===== src/source/l1_cache_pkg.sv =====
// Geometry is fixed at four ways of sixteen sets with 64-bit lines, and line addresses carry no byte offset
package l1_cache_pkg;

	// Cache geometry
	localparam int num_ways = 4;
	localparam int num_sets = 16;
	localparam int way_width = 2;
	localparam int set_width = 4;

	// A line address is the set in the low bits with the tag above it
	localparam int line_addr_width = 13;
	localparam int tag_width = line_addr_width - set_width;
	localparam int line_width = 64;
	localparam int counter_width = 16;

	typedef logic [line_width - 1:0] line_t;
	typedef logic [line_addr_width - 1:0] line_addr_t;
	typedef logic [set_width - 1:0] set_t;
	typedef logic [tag_width - 1:0] tag_t;
	typedef logic [way_width - 1:0] way_t;

	// Event counters simply wrap around when they overflow
	typedef logic [counter_width - 1:0] counter_t;

	// One tag memory word, with the valid bit above the tag
	typedef struct packed
	{
		logic valid;
		tag_t tag;
	} tag_entry_t;

	// Set index field of a line address
	function automatic set_t addr_set(line_addr_t addr);
		return addr[set_width - 1:0];
	endfunction

	// Tag field of a line address
	function automatic tag_t addr_tag(line_addr_t addr);
		return addr[line_addr_width - 1:set_width];
	endfunction

endpackage

===== src/source/l1_response_stage.sv =====
// Only one miss may be outstanding, and the next level must fill the exact line address that was requested
`timescale 1ns/1ps

module l1_response_stage
	(input                                     clk,
	input                                      reset,

	// Latched request from the request stage
	input                                      req_valid_i,
	input l1_cache_pkg::line_addr_t            req_addr_i,

	// Lookup results of every way
	input [l1_cache_pkg::num_ways - 1:0]       way_hit_i,
	input l1_cache_pkg::line_t                 way_data_i [l1_cache_pkg::num_ways],

	// Handshake and fill traffic from the next level
	input                                      miss_ready_i,
	input                                      fill_valid_i,
	input l1_cache_pkg::line_addr_t            fill_addr_i,

	// Client response
	output logic                               resp_valid_o,
	output logic                               hit_o,
	output l1_cache_pkg::line_t                data_o,
	output logic                               ready_o,

	// Refill request
	output logic                               miss_valid_o,
	output l1_cache_pkg::line_addr_t           miss_addr_o,
	output l1_cache_pkg::way_t                 miss_way_o,

	// Event counters
	output l1_cache_pkg::counter_t             hit_count_o,
	output l1_cache_pkg::counter_t             miss_count_o);

	l1_cache_pkg::way_t hit_way;
	l1_cache_pkg::way_t victim_way;
	logic miss_now;
	logic miss_wait_q;
	logic pending_q;
	l1_cache_pkg::line_addr_t miss_addr_q;
	l1_cache_pkg::way_t miss_way_q;
	l1_cache_pkg::counter_t hit_count_q;
	l1_cache_pkg::counter_t miss_count_q;

	// At most one way can hold a given tag, so a plain priority encode is enough
	always_comb
	begin
		hit_way = '0;
		for (int w = 0; w < l1_cache_pkg::num_ways; w++)
		begin
			if (way_hit_i[w])
				hit_way = l1_cache_pkg::way_t'(w);
		end
	end

	assign resp_valid_o = req_valid_i;
	assign hit_o = req_valid_i && (|way_hit_i);
	assign data_o = way_data_i[hit_way];
	assign miss_now = req_valid_i && !(|way_hit_i);

	// A miss also claims its victim so that a later miss in the set picks another way
	l1_lru lru_i (
		.clk(clk),
		.reset(reset),
		.use_valid_i(req_valid_i),
		.use_set_i(l1_cache_pkg::addr_set(req_addr_i)),
		.use_way_i(hit_o ? hit_way : victim_way),
		.query_set_i(l1_cache_pkg::addr_set(req_addr_i)),
		.victim_way_o(victim_way));

	// The request is raised straight from the lookup and then held from the registers,
	// since the LRU moves on once the victim has been claimed
	assign miss_valid_o = miss_now || miss_wait_q;
	assign miss_addr_o = miss_wait_q ? miss_addr_q : req_addr_i;
	assign miss_way_o = miss_wait_q ? miss_way_q : victim_way;

	// New accesses stall from the miss response until the missed line is written
	assign ready_o = !pending_q && !miss_now;

	always_ff @(posedge clk, posedge reset)
	begin
		if (reset)
		begin
			miss_wait_q <= 1'b0;
			pending_q <= 1'b0;
			hit_count_q <= '0;
			miss_count_q <= '0;
		end
		else
		begin
			if (miss_now)
			begin
				miss_wait_q <= !miss_ready_i;
				pending_q <= 1'b1;
			end
			else
			begin
				if (miss_wait_q && miss_ready_i)
					miss_wait_q <= 1'b0;
				if (pending_q && fill_valid_i && fill_addr_i == miss_addr_q)
					pending_q <= 1'b0;
			end

			if (hit_o)
				hit_count_q <= hit_count_q + 1'b1;
			if (miss_now)
				miss_count_q <= miss_count_q + 1'b1;
		end
	end

	// The missed address and victim are payload captured with the miss
	always_ff @(posedge clk)
	begin
		if (miss_now)
		begin
			miss_addr_q <= req_addr_i;
			miss_way_q <= victim_way;
		end
	end

	assign hit_count_o = hit_count_q;
	assign miss_count_o = miss_count_q;

	// A line lives in one way only, since fills always follow a miss on that line
	assert property (@(posedge clk) disable iff (reset) req_valid_i |-> $onehot0(way_hit_i));

	// The refill request may not change while the next level holds it off
	assert property (@(posedge clk) disable iff (reset)
		miss_valid_o && !miss_ready_i |=> miss_valid_o && $stable(miss_addr_o)
			&& $stable(miss_way_o));

endmodule


===== src/source/l1_lru.sv =====
// True LRU over four ways, a use on the edge after an access becomes visible to the following query
`timescale 1ns/1ps

module l1_lru
	(input                              clk,
	input                               reset,

	// Way that was just used in a set
	input                               use_valid_i,
	input l1_cache_pkg::set_t           use_set_i,
	input l1_cache_pkg::way_t           use_way_i,

	// Victim lookup for a set
	input l1_cache_pkg::set_t           query_set_i,
	output l1_cache_pkg::way_t          victim_way_o);

	// Ages share the width of a way index, 0 is the oldest and 3 the newest
	localparam l1_cache_pkg::way_t newest = l1_cache_pkg::way_t'(l1_cache_pkg::num_ways - 1);

	l1_cache_pkg::way_t ages_q [l1_cache_pkg::num_sets][l1_cache_pkg::num_ways];

	// The ages in a set are always distinct, so exactly one way carries age zero
	always_comb
	begin
		victim_way_o = '0;
		for (int w = 0; w < l1_cache_pkg::num_ways; w++)
		begin
			if (ages_q[query_set_i][w] == '0)
				victim_way_o = l1_cache_pkg::way_t'(w);
		end
	end

	always_ff @(posedge clk, posedge reset)
	begin
		l1_cache_pkg::way_t used_age;

		if (reset)
		begin
			// Way 0 starts as the oldest and way 3 as the newest
			for (int s = 0; s < l1_cache_pkg::num_sets; s++)
				for (int w = 0; w < l1_cache_pkg::num_ways; w++)
					ages_q[s][w] <= l1_cache_pkg::way_t'(w);
		end
		else if (use_valid_i)
		begin
			used_age = ages_q[use_set_i][use_way_i];

			// The used way becomes the newest and only the ways newer than it step back
			for (int w = 0; w < l1_cache_pkg::num_ways; w++)
			begin
				if (l1_cache_pkg::way_t'(w) == use_way_i)
					ages_q[use_set_i][w] <= newest;
				else if (ages_q[use_set_i][w] > used_age)
					ages_q[use_set_i][w] <= ages_q[use_set_i][w] - 1'b1;
			end
		end
	end

endmodule


===== config.mk =====
export PLATFORM = sky130hd
export DESIGN_NAME = l1_response_stage
export DESIGN_NICKNAME = d
export VERILOG_FILES = /design/src/source/l1_cache_pkg.sv /design/src/source/l1_response_stage.sv /design/src/source/l1_lru.sv
export SDC_FILE = /design/constraint.sdc
export NUM_CORES = 1
export LEC_CHECK = 0
export ABC_AREA = 1
export BUFFER_PORTS_ARGS = -buffer_cell sky130_fd_sc_hd__buf_2
export CORE_ASPECT_RATIO = 1.1
export CORE_MARGIN = 5
export CORE_UTILIZATION = 55
export CTS_BUF_LIST = sky130_fd_sc_hd__clkbuf_8
export DETAILED_ROUTE_END_ITERATION = 16
export HOLD_SLACK_MARGIN = 0.1
export PLACE_DENSITY = 0.82
export SKIP_CTS_REPAIR_TIMING = 1
export SLEW_MARGIN = 5
export SYNTH_ARGS = -nofsm -noshare
export SYNTH_HDL_FRONTEND = slang
export SYNTH_SLANG_ARGS = --single-unit

===== constraint.sdc =====
create_clock -name clk -period 11.6 [get_ports clk]
set_clock_uncertainty 0.05 [all_clocks]
set_input_delay 0 -clock clk [delete_from_list [all_inputs] [get_ports clk]]
set_output_delay 0 -clock clk [all_outputs]
set_load 0.03 [all_outputs]

Word level (Yosys, flattened, before mapping)
Cells that the tools add are included.

word-level totals
  bits of input ports = 291
  register bits after elaboration = 177
  output and inout port bits = 115
  word-level logic and storage cells = 159

cells by class
  reductions and logical operators = 19
  mux-type cells = 45
  bitwise gates (word level) = 7
  magnitude comparators = 8
  equality and inequality tests = 4
  add/subtract/negate cells = 6

operators by type and width
  cell                                                number
  two-way mux 128 bit                                 11
  bitwise mux 128 bit                                 4
  OR 128 bit                                          4
  binary-select mux 64 bit (select 2 bit)             1
  demux 8 bit (select 4 bit)                          4
  two-way mux 64 bit                                  2
  adder 16 x 1 -> 16 bit, second input constant       2
  binary-select mux 8 bit (select 4 bit)              1
  two-way mux 8 bit                                   3
  two-way mux 2 bit                                   9
  equality test 13 bit                                1
  two-way mux 13 bit                                  1
  > comparator 2 bit                                  4
  logical NOT 2 bit                                   4
  subtractor 2 x 1 -> 2 bit, second input constant    4
  logical AND 1 bit                                   7
  >= comparator 3 bit, second input constant          2
  two-way mux 1 bit                                   6
  two-way mux 6 bit                                   1
  inverter 2 -> 3 bit                                 2
  >= comparator 5 bit, second input constant          1
  < comparator 5 x 1 -> 1 bit, second input constant  1
  inverter 4 -> 5 bit                                 1
  binary-select mux 2 bit (select 2 bit)              1
  other kinds (7)                                     12

Longest topological paths before layout
  word-level depth = 28
  depth in mapped cells = 30

By module
Synthesis repeated with hierarchy kept, for this count alone.

unflattened totals
  cells, all modules = 2276
  area total of the unflattened synthesis = 14584.0 sq um

by module, submodules not included
  module             area an instance (sq um)  cells each  times used  seq. area each (sq um)
  l1_lru             10068.4                   1547        1           3283.1
  l1_response_stage  4515.6                    729         1           1301.2

Worst setup path before layout
OpenSTA, ideal clock, no wires.

  path type = input -> register
  start point = input port req_addr_i[0]
  end point = register lru_i.ages_q[5] (netlist bit)
  path buffers = 6
  arrival time = 3.749 ns
  stages = 26
  library setup time = 0.116 ns
  path slack = 7.685 ns
  cell sequence = buf_4 -> buf_6 -> nor2_2 -> buf_2 -> a22oi_1 -> nand2_1 -> nand2_1 -> nand4_2 -> inv_1 -> ha_1 -> nor2_1 -> inv_1 -> a21oi_2 -> inv_1 -> nand2_1 -> buf_2 -> clkbuf_1 -> o22ai_1 -> nor2_1 -> ha_1 -> or3_1 -> nand3_2 -> buf_6 -> nand2_2 -> nand2_1 -> nand2_1

on the way
  elaborated cells between the ends (all ways) = 54
  classes of those cells = add/sub: 4; order compare: 6; eq/ne: 3; mux: 30; bitwise: 6; reduce/logical: 5

RTL lines
  what                                         RTL line                                  text
  start: declaration                           l1_response_stage.sv:10                   input l1_cache_pkg::line_addr_t req_addr_i,
  inverter 4 -> 5 bit (implied by the code) *  l1_lru.sv:28                              if (ages_q[query_set_i][w] == '0)
  binary-select mux 8 bit (select 4 bit) *     --
  two-way mux 8 bit (implied by the code) *    l1_lru.sv:28, l1_lru.sv:53, l1_lru.sv:54
  two-way mux 8 bit *                          --
  logical NOT 2 bit                            l1_lru.sv:28
  two-way mux 2 bit                            l1_lru.sv:28
  two-way mux 2 bit *                          l1_lru.sv:28
  net lru_i.victim_way_o[1]                    l1_lru.sv:15                              output l1_cache_pkg::way_t victim_way_o);
  [... 12 more ...]                            --
  two-way mux 128 bit                          l1_lru.sv:44                              else if (use_valid_i)
  bitwise mux 128 bit                          l1_lru.sv:54                              ages_q[use_set_i][w] <= ages_q[use_set_i][w] - 1'b1;
  two-way mux 128 bit                          l1_lru.sv:53                              else if (ages_q[use_set_i][w] > used_age)
  two-way mux 128 bit                          l1_lru.sv:51                              if (l1_cache_pkg::way_t'(w) == use_way_i)
  two-way mux 128 bit                          l1_lru.sv:44
  bitwise mux 128 bit                          l1_lru.sv:54
  two-way mux 128 bit                          l1_lru.sv:53
  two-way mux 128 bit *                        l1_lru.sv:51
  end signal: indexed assignment               l1_lru.sv:42                              ages_q[s][w] <= l1_cache_pkg::way_t'(w);
  end signal: indexed assignment               l1_lru.sv:52                              ages_q[use_set_i][w] <= newest;
  end signal: indexed assignment               l1_lru.sv:54
  end: declaration                             l1_lru.sv:20                              l1_cache_pkg::way_t ages_q [l1_cache_pkg::num_sets][l1_cache_pkg::num_ways];

The timed path passes the listed nets; every way through them passes the cells marked *. The select of a mux whose other input is x is not followed.
A chain may end at the register's enable or synchronous reset.

Worst setup path in the final report
  start point = input port req_addr_i[0]
  end point = register lru_i.ages_q[117] (netlist bit)

on the way
  word-level cells in the longest chain between the ends = 28
  elaborated cells between the ends (all ways) = 54
  classes of those cells = add/sub: 4; order compare: 6; eq/ne: 3; mux: 30; bitwise: 6; reduce/logical: 5

RTL lines
  what                                         RTL line
  inverter 4 -> 5 bit (implied by the code) *  l1_lru.sv:28
  binary-select mux 8 bit (select 4 bit) *     --
  two-way mux 8 bit (implied by the code) *    l1_lru.sv:28
  two-way mux 8 bit *                          --
  logical NOT 2 bit                            l1_lru.sv:28
  two-way mux 1 bit                            l1_lru.sv:28
  two-way mux 2 bit                            l1_lru.sv:28
  two-way mux 2 bit *                          l1_lru.sv:28
  net lru_i.victim_way_o[0]                    l1_lru.sv:15
  [... 12 more ...]                            --
  two-way mux 128 bit                          l1_lru.sv:44
  bitwise mux 128 bit                          l1_lru.sv:54
  two-way mux 128 bit                          l1_lru.sv:53
  two-way mux 128 bit                          l1_lru.sv:51
  two-way mux 128 bit                          l1_lru.sv:44
  bitwise mux 128 bit                          l1_lru.sv:54
  two-way mux 128 bit                          l1_lru.sv:53
  two-way mux 128 bit *                        l1_lru.sv:51

Marks and branches as above.

==> summary.txt <==
Outcome: complete, no violations
Synth Register Bits: 177
Overall Global Routing Usage: 39.8%
Kind of critical path: in -> reg
Deepest level of the CTS H-tree: 4
Syn Inst Count: 2208
Bufs on Longest Clock Path: 2
Clock root buffer: clkbuf_8
Unrepaired setup endpoints after global routing: false
Worst Path Arrival: 7.09 ns
DR vias: 17.2k
Setup Total Neg Slack: 0 ns
TritonCTS clock tree: done
Synth area leader: nand2_1
Aggregate global routing overflow: 0
Ratio of cells with drive above 1 in the final layout: 25.8%
Post-synth ARST share: 91.5%
Cell area after synthesis: 13900 um2
Slew headroom: 14.5%
Top cell type's share of synthesized area: 25.5%
VDD IR max: 0.0000997 V
YS warnings: 0
Initial core utilization: 55.3%
Worst-Skew Late Latency: 0.50 ns
Antenna Nets Post-Route: 0
Final nets: 2854
Pleak: 8.91 nW
CP Capture Type: register
Fin crit period: 6.72 ns
Crit share post-route: 57.9%
FP Rows: 61
Number of global-route vias before repair: 15.8k
Core area: 25100 um2
Top post-synthesis cells by area: nand2_1 (25%), dfrtp_1 (18%), dfstp_2 (12%)
Hold crit path type: in -> reg
Dominant synthesized flop cell: dfrtp_1
Sequential fraction of the synthesis area: 33.0%
Final hold violations: 0
# fillers: 2338
Global placement routability congestion: 1.02
Final Non-Filler Cells: 2889
Pint: 1.17 mW
Clock Sinks: 177
Remaining DRCs: 0
# setup viols final: 0
Worst-Margin Slew: 1.28 ns
Area grow syn2layout: 19.3%
Synth unique cells: 44
Most frequent cells in the layout: nand2_1 (942), buf_2 (405), nor2_1 (200)
Clock slew at reported path FFs: 0.12 ns
Fmax: 149 MHz
Wirelength per Cell: 20.5 um
Largest net degree at the start of global routing: 78
Detailed Place HPWL: 43.7 mm
Synth Net Count: 2508
Slew Viols, Final: 0
CTS Buf Count: 17
Final wirelength: 59.1 mm
Die W: 162 um
Most frequent cell on the critical path: nand2_1
Sequential fraction of design power: 37.1%
Inst Count DP: 2829
Clock power share: 21.6%
Initial antenna violation count: 8
Syn_area_per_cell: 6.29 um2
Comb pwr share: 41.3%
Max Fanout on Critical Path: 33
Global-route wire length before repair: 88.8 mm
DRT iter0 DRCs: 2111
Worst EP required: 11.98 ns
CP peak stage delay: 0.95 ns
Most common cell after layout, fill and taps aside: nand2_1
Sw Pwr: 1.03 mW
Port buffer count: 405
Slowest-stage cell, CP: nand2_1
EDFF count, synth: 15
IO Count: 406
Initial DRT Pass Iterations: 6
Vias per inst: 5.95
Max-cap violation count: 0
CP Launch Type: primary input
Total die area: 28500 um2
Power per Cell Area: 133 nW/um2
Switching share of power: 46.9%
Die Span Y: 177 um
==> logic make-up after synthesis <==
family | after synthesis | share of synthesized area, %
adders and majority gates | 9 | 0.811
buffers and inverters | 248 | 7.55
DFF | 177 | 33.0
xor gates and xnor gates | 35 | 2.21
and+or+nand+nor | 1362 | 40.5
AOI/OAI and AO/OA | 377 | 15.9
==> power by group through the flow <==
stage | clock network (mW) | registers (mW) | logic, mW
detailed placement | 0 | 0.822 | 0.878
floorplan | 0 | 0.834 | 0.597
finish | 0.476 | 0.818 | 0.910
global placement | 0 | 0.822 | 0.862
global route | 0.503 | 0.827 | 0.976
CTS | 0.474 | 0.813 | 0.879
==> path summary, 6_finish.rpt <==
kind	start	end	slack, ns	cells past startpoint
setup / recovery	req_addr_i[0]	lru_i.ages_q[117]	4.88	25
hold / removal	way_hit_i[0]	hit_count_o[1]	0.12	6
setup reg to reg	lru_i.ages_q[75]	lru_i.ages_q[117]	6.20	22
hold reg to reg	miss_count_o[15]	miss_count_o[15]	0.42	1
max in group asynchronous	reset	lru_i.ages_q[61]	9.67	5
min in group asynchronous	reset	lru_i.ages_q[10]	0.63	4
==> Yosys cell counts, types with 50 or more instances <==
| master | n |
|---|---|
| a211oi_1 | 64 |
| a21oi_1 | 68 |
| clkbuf_1 | 73 |
| dfrtp_1 | 98 |
| dfstp_2 | 64 |
| inv_1 | 50 |
| inv_2 | 54 |
| nand2_1 | 942 |
| nor2_1 | 200 |
| nor3_1 | 110 |
| o21ai_0 | 138 |
| o22ai_1 | 70 |
==> critical path: cells and delay by family <==
family,cells,cell delay [ns]
AOI/OAI and AO/OA,4,0.71
buffers and inverters,6,1.77
adders and majority gates,2,0.50
and+or+nand+nor,13,4.08
==> stage by stage <==
step | hold slack [ns] | util (%) | worst slack [ns] | cell area (um2) | power, mW
2_1_floorplan | 0.0131 | - | 7.28 | 13900 | 1.43
3_3_place_gp | 0.0346 | 63.3 | 5.45 | 15900 | 1.68
3_5_place_dp | 0.0383 | 63.3 | 5.27 | 15900 | 1.70
4_1_cts | -0.494 | 65.1 | 5.76 | 16300 | 2.17
5_1_grt | 0.135 | 65.9 | 4.65 | 16600 | 2.31
6_report | 0.120 | 66.0 | 4.88 | 16600 | 2.20
==> layer usage <==
layer  up-vias  track usage, %  share of wire [%]
met5         -               0              0.054
met4         4            13.4                3.8
met3       186            11.0                 13
met2      1179            63.9                 46
met1      7935            52.1                 37
li1       7874               -                  -
==> registers in the layout (all words and copies together) (netlist names) <==
name          cells
miss_wait_q       1
pending_q         1
lru_i.ages_q    128
miss_count_o     16
miss_addr_q      13
miss_way_q        2
hit_count_o      16
==> final cells by class <==
type | instances | area, um2 | share of cell area [%]
Antenna cell | 7 | 17.5 | 0.106
Clock buffer | 18 | 248 | 1.50
Clock inverter | 14 | 186 | 1.13
Inverter | 132 | 500 | 3.02
Multi-Input combinational cell | 1783 | 8270 | 49.9
Sequential cell | 177 | 4580 | 27.7
Tap cell | 315 | 394 | 2.38
Timing Repair Buffer | 443 | 2360 | 14.3
No activity file was read; power rests on OpenSTA's default activity.
