<file path="config.mk">
export PLATFORM = sky130hd
export DESIGN_NAME = l1_way
export DESIGN_NICKNAME = d
export VERILOG_FILES = /design/src/source/l1_cache_pkg.sv /design/src/source/l1_way.sv /design/src/source/l1_sram.sv
export SDC_FILE = /design/constraint.sdc
export NUM_CORES = 1
export LEC_CHECK = 0
export ABC_AREA = 1
export BUFFER_PORTS_ARGS = -buffer_cell sky130_fd_sc_hd__buf_2
export CAP_MARGIN = 20
export CELL_PAD_IN_SITES_DETAIL_PLACEMENT = 0
export CELL_PAD_IN_SITES_GLOBAL_PLACEMENT = 1
export CORE_AREA = 2 2 366 368
export CTS_BUF_LIST = sky130_fd_sc_hd__clkbuf_8
export CTS_CLUSTER_SIZE = 30
export DETAILED_ROUTE_END_ITERATION = 6
export DIE_AREA = 0 0 368 370
export PLACE_DENSITY_LB_ADDON = 0.12
export SETUP_SLACK_MARGIN = 0.3
export SLEW_MARGIN = 40
export SYNTH_ARGS = -nofsm -noshare
export SYNTH_HDL_FRONTEND = slang
export SYNTH_HIERARCHICAL = 1
export SYNTH_SLANG_ARGS = --single-unit
</file>
<file path="constraint.sdc">
create_clock -name clk -period 1.75 [get_ports clk]
set_clock_uncertainty 0.2 [all_clocks]
set_input_delay 0.175 -clock clk [delete_from_list [all_inputs] [get_ports clk]]
set_output_delay 0.175 -clock clk [all_outputs]
set_load 0.03 [all_outputs]
</file>
<file path="src/source/l1_cache_pkg.sv">
// Geometry is fixed at four ways of sixteen sets with 64-bit lines, and line addresses carry no byte offset
package l1_cache_pkg;

	// Cache geometry
	localparam int num_ways = 4;
	localparam int num_sets = 16;
	localparam int way_width = 2;
	localparam int set_width = 4;

	// A line address is the set in the low bits with the tag above it
	localparam int line_addr_width = 13;
	localparam int tag_width = line_addr_width - set_width;
	localparam int line_width = 64;
	localparam int counter_width = 16;

	typedef logic [line_width - 1:0] line_t;
	typedef logic [line_addr_width - 1:0] line_addr_t;
	typedef logic [set_width - 1:0] set_t;
	typedef logic [tag_width - 1:0] tag_t;
	typedef logic [way_width - 1:0] way_t;

	// Event counters simply wrap around when they overflow
	typedef logic [counter_width - 1:0] counter_t;

	// One tag memory word, with the valid bit above the tag
	typedef struct packed
	{
		logic valid;
		tag_t tag;
	} tag_entry_t;

	// Set index field of a line address
	function automatic set_t addr_set(line_addr_t addr);
		return addr[set_width - 1:0];
	endfunction

	// Tag field of a line address
	function automatic tag_t addr_tag(line_addr_t addr);
		return addr[line_addr_width - 1:set_width];
	endfunction

endpackage
</file>
<file path="src/source/l1_way.sv">
// The compare tag must already be registered, aligned with the read that the request stage issued a cycle earlier
`timescale 1ns/1ps

module l1_way
	(input                              clk,
	input                               reset,

	// Lookup, issued on the access edge
	input                               rd_en_i,
	input l1_cache_pkg::set_t           rd_set_i,
	input l1_cache_pkg::tag_t           cmp_tag_i,

	// Refill write into this way
	input                               wr_en_i,
	input l1_cache_pkg::set_t           wr_set_i,
	input l1_cache_pkg::tag_t           wr_tag_i,
	input l1_cache_pkg::line_t          wr_data_i,

	// Lookup result in the response cycle
	output logic                        hit_o,
	output l1_cache_pkg::line_t         data_o);

	l1_cache_pkg::tag_entry_t tag_rd;
	l1_cache_pkg::tag_entry_t tag_wr;
	logic [l1_cache_pkg::num_sets - 1:0] valid_q;
	l1_cache_pkg::set_t rd_set_q;

	// A refill always installs a valid entry
	assign tag_wr.valid = 1'b1;
	assign tag_wr.tag = wr_tag_i;

	l1_sram #(.payload_t(l1_cache_pkg::tag_entry_t)) tag_sram_i (
		.clk(clk),
		.rd_en_i(rd_en_i),
		.rd_addr_i(rd_set_i),
		.rd_data_o(tag_rd),
		.wr_en_i(wr_en_i),
		.wr_addr_i(wr_set_i),
		.wr_data_i(tag_wr));

	l1_sram #(.payload_t(l1_cache_pkg::line_t)) line_sram_i (
		.clk(clk),
		.rd_en_i(rd_en_i),
		.rd_addr_i(rd_set_i),
		.rd_data_o(data_o),
		.wr_en_i(wr_en_i),
		.wr_addr_i(wr_set_i),
		.wr_data_i(wr_data_i));

	// The memory contents are unknown after reset, this vector marks which sets hold real lines
	always_ff @(posedge clk, posedge reset)
	begin
		if (reset)
			valid_q <= '0;
		else if (wr_en_i)
			valid_q[wr_set_i] <= 1'b1;
	end

	// Set of the read in flight, used to pick its valid bit
	always_ff @(posedge clk)
	begin
		if (rd_en_i)
			rd_set_q <= rd_set_i;
	end

	assign hit_o = valid_q[rd_set_q] && tag_rd.valid && tag_rd.tag == cmp_tag_i;

	// A refill from the next level must name a known set
	assert property (@(posedge clk) disable iff (reset) wr_en_i |-> !$isunknown(wr_set_i));

endmodule

</file>
<file path="src/source/l1_sram.sv">
// Read data is registered and holds its value when no read is requested, a same-address write shows through
`timescale 1ns/1ps

module l1_sram
	#(parameter type payload_t = l1_cache_pkg::line_t)
	(input                              clk,

	// Read port, data appears one cycle after the request
	input                               rd_en_i,
	input l1_cache_pkg::set_t           rd_addr_i,
	output payload_t                    rd_data_o,

	// Write port
	input                               wr_en_i,
	input l1_cache_pkg::set_t           wr_addr_i,
	input payload_t                     wr_data_i);

	// One word per cache set
	localparam int depth = l1_cache_pkg::num_sets;

	payload_t mem [depth];
	payload_t rd_data_q;

	// The array is written on the same edge that launches a read
	always_ff @(posedge clk)
	begin
		if (wr_en_i)
			mem[wr_addr_i] <= wr_data_i;
	end

	// A read that collides with a write to the same word returns the new value,
	// so a refill is visible to an access taken on the fill edge
	always_ff @(posedge clk)
	begin
		if (rd_en_i)
		begin
			if (wr_en_i && wr_addr_i == rd_addr_i)
				rd_data_q <= wr_data_i;
			else
				rd_data_q <= mem[rd_addr_i];
		end
	end

	assign rd_data_o = rd_data_q;

endmodule

</file>
---- Yosys cells after proc, flatten, opt, wreduce, memory -nomap -nowiden ----
Memories as Yosys holds them, arrays and structs flattened. A register that Yosys moved wholly into a read port is not among the register bits.
Cells that the tools add are included.
cells by class
  $lt $le $gt $ge ......................... 3
  eq/ne operators ......................... 2
  muxes and demuxes ....................... 6
  bitwise gates (word level) .............. 1
  reductions and logical operators ........ 4
operators with widths
  cell                                                                                 count
  16-bit OR                                                                            1
  4-bit by 5-bit less-than comparator with 1-bit output, second input constant         2
  9-bit == test                                                                        1
  1-bit binary-select mux with 4-bit select                                            1
  1-bit demux with 4-bit select                                                        1
  4-bit == test                                                                        1
  4-bit by 1-bit greater-or-equal comparator with 1-bit output, second input constant  1
  1-bit logical AND                                                                    4
  1-bit 2-to-1 mux                                                                     4
word-level totals
  register bits after elaboration ......... 21
  memory bits (writable) .................. 1168
  memories kept ........................... 2
memories
  name             words  width  rd ports  clocked after Yosys merged registers in  wr ports  RTL line       RTL
  line_sram_i.mem  16     64     1         1                                        1         l1_sram.sv:21  payload_t mem [depth];
  tag_sram_i.mem   16     9      1         1                                        1         l1_sram.sv:21

---- Logic depth before layout (Yosys ltp) ----
Gate-level depths: netlist of the first run.
  depth in word-level cells ............... 5
  depth in mapped cells ................... 11
  mapped depth without buffers ............ 9

---- Cells and area by module ----
The synthesis of the first run kept the hierarchy.
modules (own cells, without submodules)
  module                  instances  cells an instance  area an instance (sq um)  sequential area each (sq um)
  l1_sram at line_sram_i  1          3684               44089.8                   32671.3
  l1_sram at tag_sram_i   1          726                7497.2                    5104.9
  l1_way                  1          143                1071.0                    520.5

---- Worst setup path before layout of the first run ----
OpenSTA, ideal clock, no wires.
  path type ............................... input to register
  start ................................... input wr_set_i[0]
  end ..................................... memory line_sram_i/mem[0][0] (netlist name), enable pin
  setup time .............................. 486 ps
  data arrival time ....................... 3080 ps
  data required time ...................... 1064 ps
  path slack .............................. -2017 ps
  stages on the path ...................... 3
  buffers on the path ..................... 0
  path through ............................ inv_1 > nand2_1 > nor2_1
RTL lines
  item                RTL line       RTL
  start: declaration  l1_way.sv:15   input l1_cache_pkg::set_t wr_set_i,
  end: declaration    l1_sram.sv:21
Straight into the memory's write port.

---- Worst setup path in the final report of the first run ----
  start ................................... register rd_set_q[0]
  end ..................................... output hit_o
on the way
  cells in the longest elaborated chain, start to end .. 4
ends and longest elaborated chain
  item                                       RTL line      RTL
  start: declaration                         l1_way.sv:26  l1_cache_pkg::set_t rd_set_q;
  start signal: assignment                   l1_way.sv:63  rd_set_q <= rd_set_i;
  1-bit binary-select mux with 4-bit select  l1_way.sv:66  assign hit_o = valid_q[rd_set_q] && tag_rd.valid && tag_rd.tag == cmp_tag_i;
  1-bit 2-to-1 mux (not written as such)     l1_way.sv:66
  1-bit logical AND (2 in a row)             l1_way.sv:66
  end: declaration                           l1_way.sv:20  output logic hit_o,
Every way passes these cells. The select of a mux whose other input is x is not followed.

==> results.tsv, run 1 <==
stage	metric	value	unit
status	run status	finished with violations	
status	failing checks	setup timing	
worst_setup_path	FF-to-FF path depth	8	
synthesis	count of cell types in the netlist	26	
worst_setup_path	CP required	1.37	ns
grt	gr busiest metal	met2	
min_path	hold endpoint	line_sram_i/rd_data_o[0]	
floorplanning	core area	132000	µm²
clock_network	Sink Count	1278	
grt	GRT met3 Usage	3.93	%
clock_network	H-tree Lvls	4	
min_path	worst hold path cell count	10	
grt	met2 Resource Use GR	39.1	%
timing	min Tclk post-route	2.64	ns
grt	vias in the first global route	36400	
synthesis	Seq cells post-synth	1278	
synthesis	cell accounting for the most synthesized area	edfxtp_1	
floorplanning	starting density of the core	39.8	%
synthesis	mapped cell area	52700	µm²
grt	largest net degree at the start of global routing	57	
grt	antenna violations before repair	3	
worst_setup_path	startpoint types	flop	
route	DRT antenna net count	0	
timing	Finish-stage setup viols	139	
route	total number of vias	36600	
synthesis	top cell type's share of synthesized area	72.0	%
placement	Placer Congestion	0.783	
route	Residual DRC	0	
worst_setup_path	R2R Path End	tag_sram_i/rd_data_o[3]	
clock_network	Clock Latency Late Sink	0.95	ns
placement	placed wire-length estimate	95700	µm
pwr	PwrDens	985	nW/µm²
cells_and_area	area delta synth->final	27.3	%
cells_and_area	layout cells sized above 1	18.2	%
timing	final worst slack	-0.888	ns
min_path	HP Class	input port to flop	
grt	met1 Use GR	32.0	%
floorplanning	Die Width	368	µm
flow_run	MaxCap Viol Count	0	
pwr	Leak	26.3	nW
pwr	total chip power	66.1	mW
route	Avg WL per Cell	22.1	µm
cells_and_area	Finished Layout Cells	7272	
grt	GRT Total Usage	23.7	%
placement	port buffer count	158	
route	Vias/cell	5.04	
route	Routed WL	161000	µm
grt	aggregate global routing overflow	0	
min_path	HP Start	rd_set_i[1]	
worst_setup_path	endpoint type of the worst setup path	output port	
timing	Slew @ Worst Pin	0.782	ns
placement	post-placement worst setup slack	-0.238	ns
grt	global-route wire length before repair	239000	µm
worst_setup_path	crit path max fanout	7	
synthesis	share of the yosys chip area belonging to registers	72.7	%
timing	fin crit share	151	%
route	Pre-antenna DRT Iters	5	
timing	Final Max Tran Viols	0	
synthesis	Mapped Cells	4553	
floorplanning	Die Height	370	µm
synthesis	synth top area cells	edfxtp_1 72%, nand2_1 12%, nand3_1 8.6%, buf_2 1.6%, inv_1 1.3%	
timing	Slew headroom	47.9	%
worst_setup_path	WP data arrival	2.26	ns
synthesis	Syn Area/Cell	11.6	µm²
worst_setup_path	R2R Setup Slk	0.35	ns
clock_network	Reg clk slew, reported paths	0.06	ns
worst_setup_path	Reg-to-Reg Start	tag_sram_i/mem[1][3]	
floorplanning	Rows	134	
timing	Fmax	0.379	GHz
floorplanning	DIE AREA	136000	µm²
clock_network	CTS tree	built	
synthesis	YS warnings	6	
timing	RSZ-0062 raised after global routing	true	
route	DR iter-0 viols	2737	
placement	Cells after DPL	6632	
timing	Fin. Hold Viols	0	
floorplanning	IO Pins	159	
cells_and_area	Layout Nets	5417	
worst_setup_path	Setup Crit Path Kind	flop to output port	
clock_network	CTS max path bufs	3	
pwr	Peak supply drop	0.876	mV
clock_network	CTS buffer count	218	
clock_network	CTS root buf	clkbuf_8	
==> synthesized netlist by cell type <==
cell / instances
or2_1: 1
nand2_2: 2
a21oi_2: 2
buf_2: 166
o31ai_1: 2
nand3_2: 4
conb_1: 1
inv_1: 177
nor2_1: 43
o21ai_1: 1
nand2_1: 1752
inv_4: 1
a21oi_1: 3
clkbuf_1: 20
dfrtp_1: 16
o21ai_0: 17
xor2_1: 3
buf_6: 43
edfxtp_1: 1262
buf_4: 28
inv_2: 5
nand3_1: 908
buf_1: 16
nand4_1: 74
clkbuf_4: 2
o22ai_1: 4
==> sequential cells by signal, summed over array words and instances (netlist names) <==
signal and cells:
line_sram_i/rd_data_o 64, tag_sram_i/mem 160, rd_set_q 4, line_sram_i/mem 1024
valid_q 16, tag_sram_i/rd_data_o 10
==> metal layers <==
layer,routed length (µm),up-vias
met5,20,-
met4,4170,4
met1,70800,18100
li1,-,17400
met3,7800,259
met2,78100,941
==> layout by cell type, fill, tap and decap left out, types with 4 or more instances in the layout <==
cell type	netlist	layout
nor2_1	43	26
buf_2	166	86
clkinv_1	0	60
clkinvlp_4	0	6
clkinv_2	0	26
inv_1	177	244
inv_12	0	11
nand3_4	0	6
nand2_1	1752	1713
dfrtp_1	16	16
bufinv_16	0	4
nand4_1	74	74
nand3_1	908	826
clkbuf_8	0	219
o21ai_0	17	12
nand2_4	0	4
nand3_2	4	80
conb_1	1	17
buf_4	28	234
buf_6	43	65
edfxtp_1	1262	1262
dlygate4sd3_1	0	233
buf_12	0	184
nand2_2	2	37
o21ai_1	1	6
nor2_4	0	17
==> stage by stage <==
stage	hold WS (ns)	TNS [ns]	util, %	cell area (µm²)
after floorplan	-0.111	-252.60	-	53200
after global placement	0.103	-111.82	45.1	59700
after detailed placement	0.106	-113.03	45.1	59700
after CTS	0.0412	-60.07	50.2	66500
after global routing	0.00831	-41.31	50.6	67000
final	0.00544	-35.82	50.6	67100
==> power by group <==
part,switching [mW],leakage (nW),internal (mW)
combinational,3.92,12.4,2.39
clock,12.6,2.31,12.4
sequential,0.277,11.6,34.5
total,16.8,26.3,49.2
==> worst max path at each step <==
stage,startpoint,endpoint,slack (ns),cells after the start
6_report,rd_set_q[0],hit_o,-0.89,7
5_1_grt,tag_sram_i/rd_data_o[4],hit_o,-1.08,9
4_1_cts,tag_sram_i/rd_data_o[1],hit_o,-1.01,9
3_5_place_dp,wr_set_i[3],line_sram_i/rd_data_o[35],-0.24,10
3_3_place_gp,wr_set_i[3],line_sram_i/rd_data_o[40],-0.21,10
2_1_floorplan,wr_set_i[3],line_sram_i/mem[0][0],-0.27,3
==> cells by family after synthesis <==
family / count (synthesis) / share of synthesized area (%)
and+or+nand+nor: 2784 / 22.4
DFF: 1278 / 72.7
buffers and inverters: 458 / 4.49
AOI/OAI and AO/OA: 29 / 0.309
xor gates and xnor gates: 3 / 0.0499
other: 1 / 0.00712
==> critical path, stage by stage (launching register included) <==
cell and delay (ns):
edfxtp_1 0.53, buf_4 0.18, nand2_1 0.05, nand3_1 0.08, nand3_1 0.10, a21oi_2 0.18
nor2_4 0.06, buf_6 0.13
==> final cells by class <==
class                           instances  area [µm²]
Inverter                              183         734
Timing Repair Buffer                  809        9020
Multi-Input combinational cell       2833       12800
Clock buffer                          218        3000
Sequential cell                      1278       38300
Clock inverter                        180         991
Fill cell                           11800       65400
Antenna cell                            3        7.51
Tap cell                             1768        2210
==> timing repair <==
action                                 4_1_cts  5_1_grt
endpoints found under the hold margin     2464      323
pin swaps                                    3       90
setup endpoints to repair                   72     1256
gates resized for setup                    141      115
buffers inserted                             0        1
hold buffers                               231       14
Note: power is estimated with default switching activity, not from simulation.
==> inputs of run 2 (changes only) <==
--- a/config.mk
+++ b/config.mk
@@ -16,7 +16,7 @@
 export DETAILED_ROUTE_END_ITERATION = 6
 export DIE_AREA = 0 0 368 370
 export PLACE_DENSITY_LB_ADDON = 0.12
-export SETUP_SLACK_MARGIN = 0.3
+export SETUP_SLACK_MARGIN = 0.1
 export SLEW_MARGIN = 40
 export SYNTH_ARGS = -nofsm -noshare
 export SYNTH_HDL_FRONTEND = slang
==> run 2 against run 1 <==
  * The flow still finishes with violations (setup timing)
  * Sequential power hardly changed
  * Wire length decreased by 1.8%
  * Core utilization shrank 1.0 points
  * Clock power is 3% lower
  * Critical path depth is 3 higher
  * Critical path type unchanged
  * Critical endpoint unchanged
  * Largest cell class unchanged
==> results.tsv, run 2 (synthesis results as in run 1) <==
stage	metric	value	unit	change
pwr	PwrDens	989	nW/µm²	was 985 nW/µm²
clock_network	Reg clk slew, reported paths	0.06	ns	about the same
cells_and_area	most frequent cells in the layout	1,747 x nand2_1, 1,262 x edfxtp_1, 904 x nand3_1, 247 x inv_1, 232 x dlygate4sd3_1		was 1,713 x nand2_1, 1,262 x edfxtp_1, 826 x nand3_1, 244 x inv_1, 234 x buf_4
grt	global-route wire length before repair	237000	µm	was 239,000 µm
status	run status	finished with violations		unchanged
timing	Fmax	0.366	GHz	was 0.379 GHz
clock_network	H-tree Lvls	4		unchanged
pwr	P_int	48.6	mW	was 49.2 mW
placement	Cells after DPL	6556		was 6,632
worst_setup_path	WP data arrival	2.36	ns	was 2.26 ns
timing	min Tclk post-route	2.74	ns	was 2.64 ns
route	Vias/cell	5.01		was 5.04
clock_network	CTS buffer count	217		was 218
cells_and_area	Fill cells	12100		was 11,800
worst_setup_path	CP required	1.37	ns	about the same
cells_and_area	Layout Nets	5337		was 5,417
clock_network	Clock Latency Late Sink	0.93	ns	was 0.95 ns
floorplanning	core area	132000	µm²	unchanged
pwr	Sw Share	25.1	%	was 25.5%
worst_setup_path	Setup Crit Path Kind	flop to output port		unchanged
route	Pre-antenna DRT Iters	5		unchanged
timing	Slew headroom	52.4	%	was 47.9%
timing	Finish-stage setup viols	65		was 139
placement	post-placement worst setup slack	-0.298	ns	was -0.238 ns
cells_and_area	FF+latch area	38300	µm²	unchanged
cells_and_area	area delta synth->final	24.7	%	was 27.3%
timing	Fin. Hold Viols	0		unchanged
floorplanning	DIE AREA	136000	µm²	unchanged
pwr	Seq pwr share	53.5	%	was 52.6%
pwr	Peak supply drop	0.823	mV	was 0.876 mV
clock_network	CTS max path bufs	3		unchanged
grt	antenna violations before repair	4		was 3
cells_and_area	layout cells sized above 1	14.8	%	was 18.2%
grt	vias in the first global route	35900		was 36,400
pwr	Net Switching	16.3	mW	was 16.8 mW
floorplanning	Die Height	370	µm	unchanged
clock_network	CTS root buf	clkbuf_8		unchanged
cells_and_area	Finished Layout Cells	7201		was 7,272
cells_and_area	Largest Register	line_sram_i/mem		unchanged
timing	fin crit share	156	%	was 151%
floorplanning	Rows	134		unchanged
min_path	HP Class	input port to flop		unchanged
status	failing checks	setup timing		unchanged
placement	placed wire-length estimate	90800	µm	was 95,700 µm
clock_network	Sink Count	1278		unchanged
route	DRT antenna net count	0		unchanged
timing	final worst slack	-0.985	ns	was -0.888 ns
grt	largest net degree at the start of global routing	58		was 57
route	DR iter-0 viols	2787		was 2,737
timing	Final Max Tran Viols	0		unchanged
route	Residual DRC	0		unchanged
route	Avg WL per Cell	21.9	µm	was 22.1 µm
clock_network	CTS tree	built		unchanged
cells_and_area	most common cell after layout, fill and taps aside	nand2_1		unchanged
cells_and_area	Largest register FFs	1024		unchanged
timing	RSZ-0062 raised after global routing	true		unchanged
pwr	Leak	25.6	nW	was 26.3 nW
floorplanning	IO Pins	159		unchanged
grt	GRT Total Usage	23.3	%	was 23.7%
pwr	Logic pwr share	9.3	%	was 9.6%
route	Routed WL	158000	µm	was 161,000 µm
floorplanning	Die Width	368	µm	unchanged
timing	Slew @ Worst Pin	0.711	ns	was 0.782 ns
grt	aggregate global routing overflow	0		unchanged
pwr	clock share of power	37.2	%	was 37.8%
flow_run	MaxCap Viol Count	0		unchanged
placement	Placer Congestion	0.804		was 0.783
worst_setup_path	crit path max fanout	2		was 7
cells_and_area	multi-input logic area	12300	µm²	was 12,800 µm²
clock_network	postcts setup bufs	0		unchanged
worst_setup_path	startpoint types	flop		unchanged
floorplanning	starting density of the core	39.8	%	unchanged
worst_setup_path	endpoint type of the worst setup path	output port		unchanged
placement	port buffer count	158		unchanged
route	total number of vias	36100		was 36,600
-- run 2: cell count changes in the layout (fill, tap and decap cells not counted), moves of 6 or more --
cell,change
nand2_2,-33
buf_12,-22
nand3_2,-77
buf_6,+6
nand3_1,+78
buf_4,-67
inv_12,-10
nand2_1,+34
clkinv_1,+9
-- run 2: routing by layer --
layer	wire length [µm]	track usage, %
met1	71400	32.0
met2	76200	38.7
met3	7130	3.41
met4	3270	6.41
met5	42	0
-- run 2: path summary, 6_finish.rpt --
check / depth (start not counted) / endpoint / from / slack [ns]
setup / recovery: 10 / hit_o / tag_sram_i/rd_data_o[1] / -0.99
hold / removal: 4 / line_sram_i/rd_data_o[49] / wr_data_i[49] / 0.12
setup reg to reg: 8 / tag_sram_i/rd_data_o[9] / tag_sram_i/mem[7][9] / 0.19
hold reg to reg: 2 / valid_q[10] / valid_q[10] / 0.26
max in group asynchronous: 4 / valid_q[13] / reset / 0.65
min in group asynchronous: 4 / valid_q[4] / reset / 0.27
-- run 2: timing repair --
action / in CTS / in global routing
hold endpoints to repair: 2330 / 0
gates resized for setup: 130 / 19
setup endpoints to repair: 65 / 106
gates cloned: 0 / 2
pin swaps: 3 / 3
hold buffers: 237 / 0
-- run 2: worst max-delay path: stages (launching register included) --
cell	delay, ns
edfxtp_1	0.48
nand2_1	0.10
nand2_1	0.05
nor2_1	0.10
nand3_1	0.10
nor2_2	0.11
buf_6	0.14
nand2_2	0.05
nor2_2	0.08
buf_4	0.12
buf_6	0.12
-- run 2: area by class of cell --
| class | count | area share, % |
|---|---|---|
| timing repair buffer | 730 | 12.6 |
| clock buffer | 219 | 4.59 |
| antenna | 3 | 0.0114 |
| tap | 1768 | 3.37 |
| inverter | 183 | 1.12 |
| clock inverter | 187 | 1.31 |
| sequential | 1278 | 58.3 |
| multi-input combinational | 2833 | 18.7 |
-- run 2: power groups by stage --
stage	logic [mW]	clock network [mW]	registers, mW
floorplan	2.60	0	35.5
global placement	5.43	0	35.4
CTS	6.07	24.8	34.8
detailed placement	5.44	0	35.4
global route	6.61	26.2	34.8
finish	6.04	24.2	34.8
-- run 2: metrics by stage --
| stage | total power [mW] | hold slack, ns | util, % | area, µm² | TNS (ns) |
|---|---|---|---|---|---|
| final | 65.0 | 0.116 | 49.6 | 65700 | -10.10 |
| after global routing | 67.6 | 0.0514 | 49.6 | 65700 | -16.22 |
| after global placement | 40.8 | 0.0886 | 44.5 | 58900 | -37.99 |
| after detailed placement | 40.8 | 0.114 | 44.5 | 58900 | -37.18 |
| after CTS | 65.7 | 0.0145 | 49.5 | 65600 | -18.12 |
| after floorplan | 38.1 | -0.111 | - | 52900 | -248.94 |
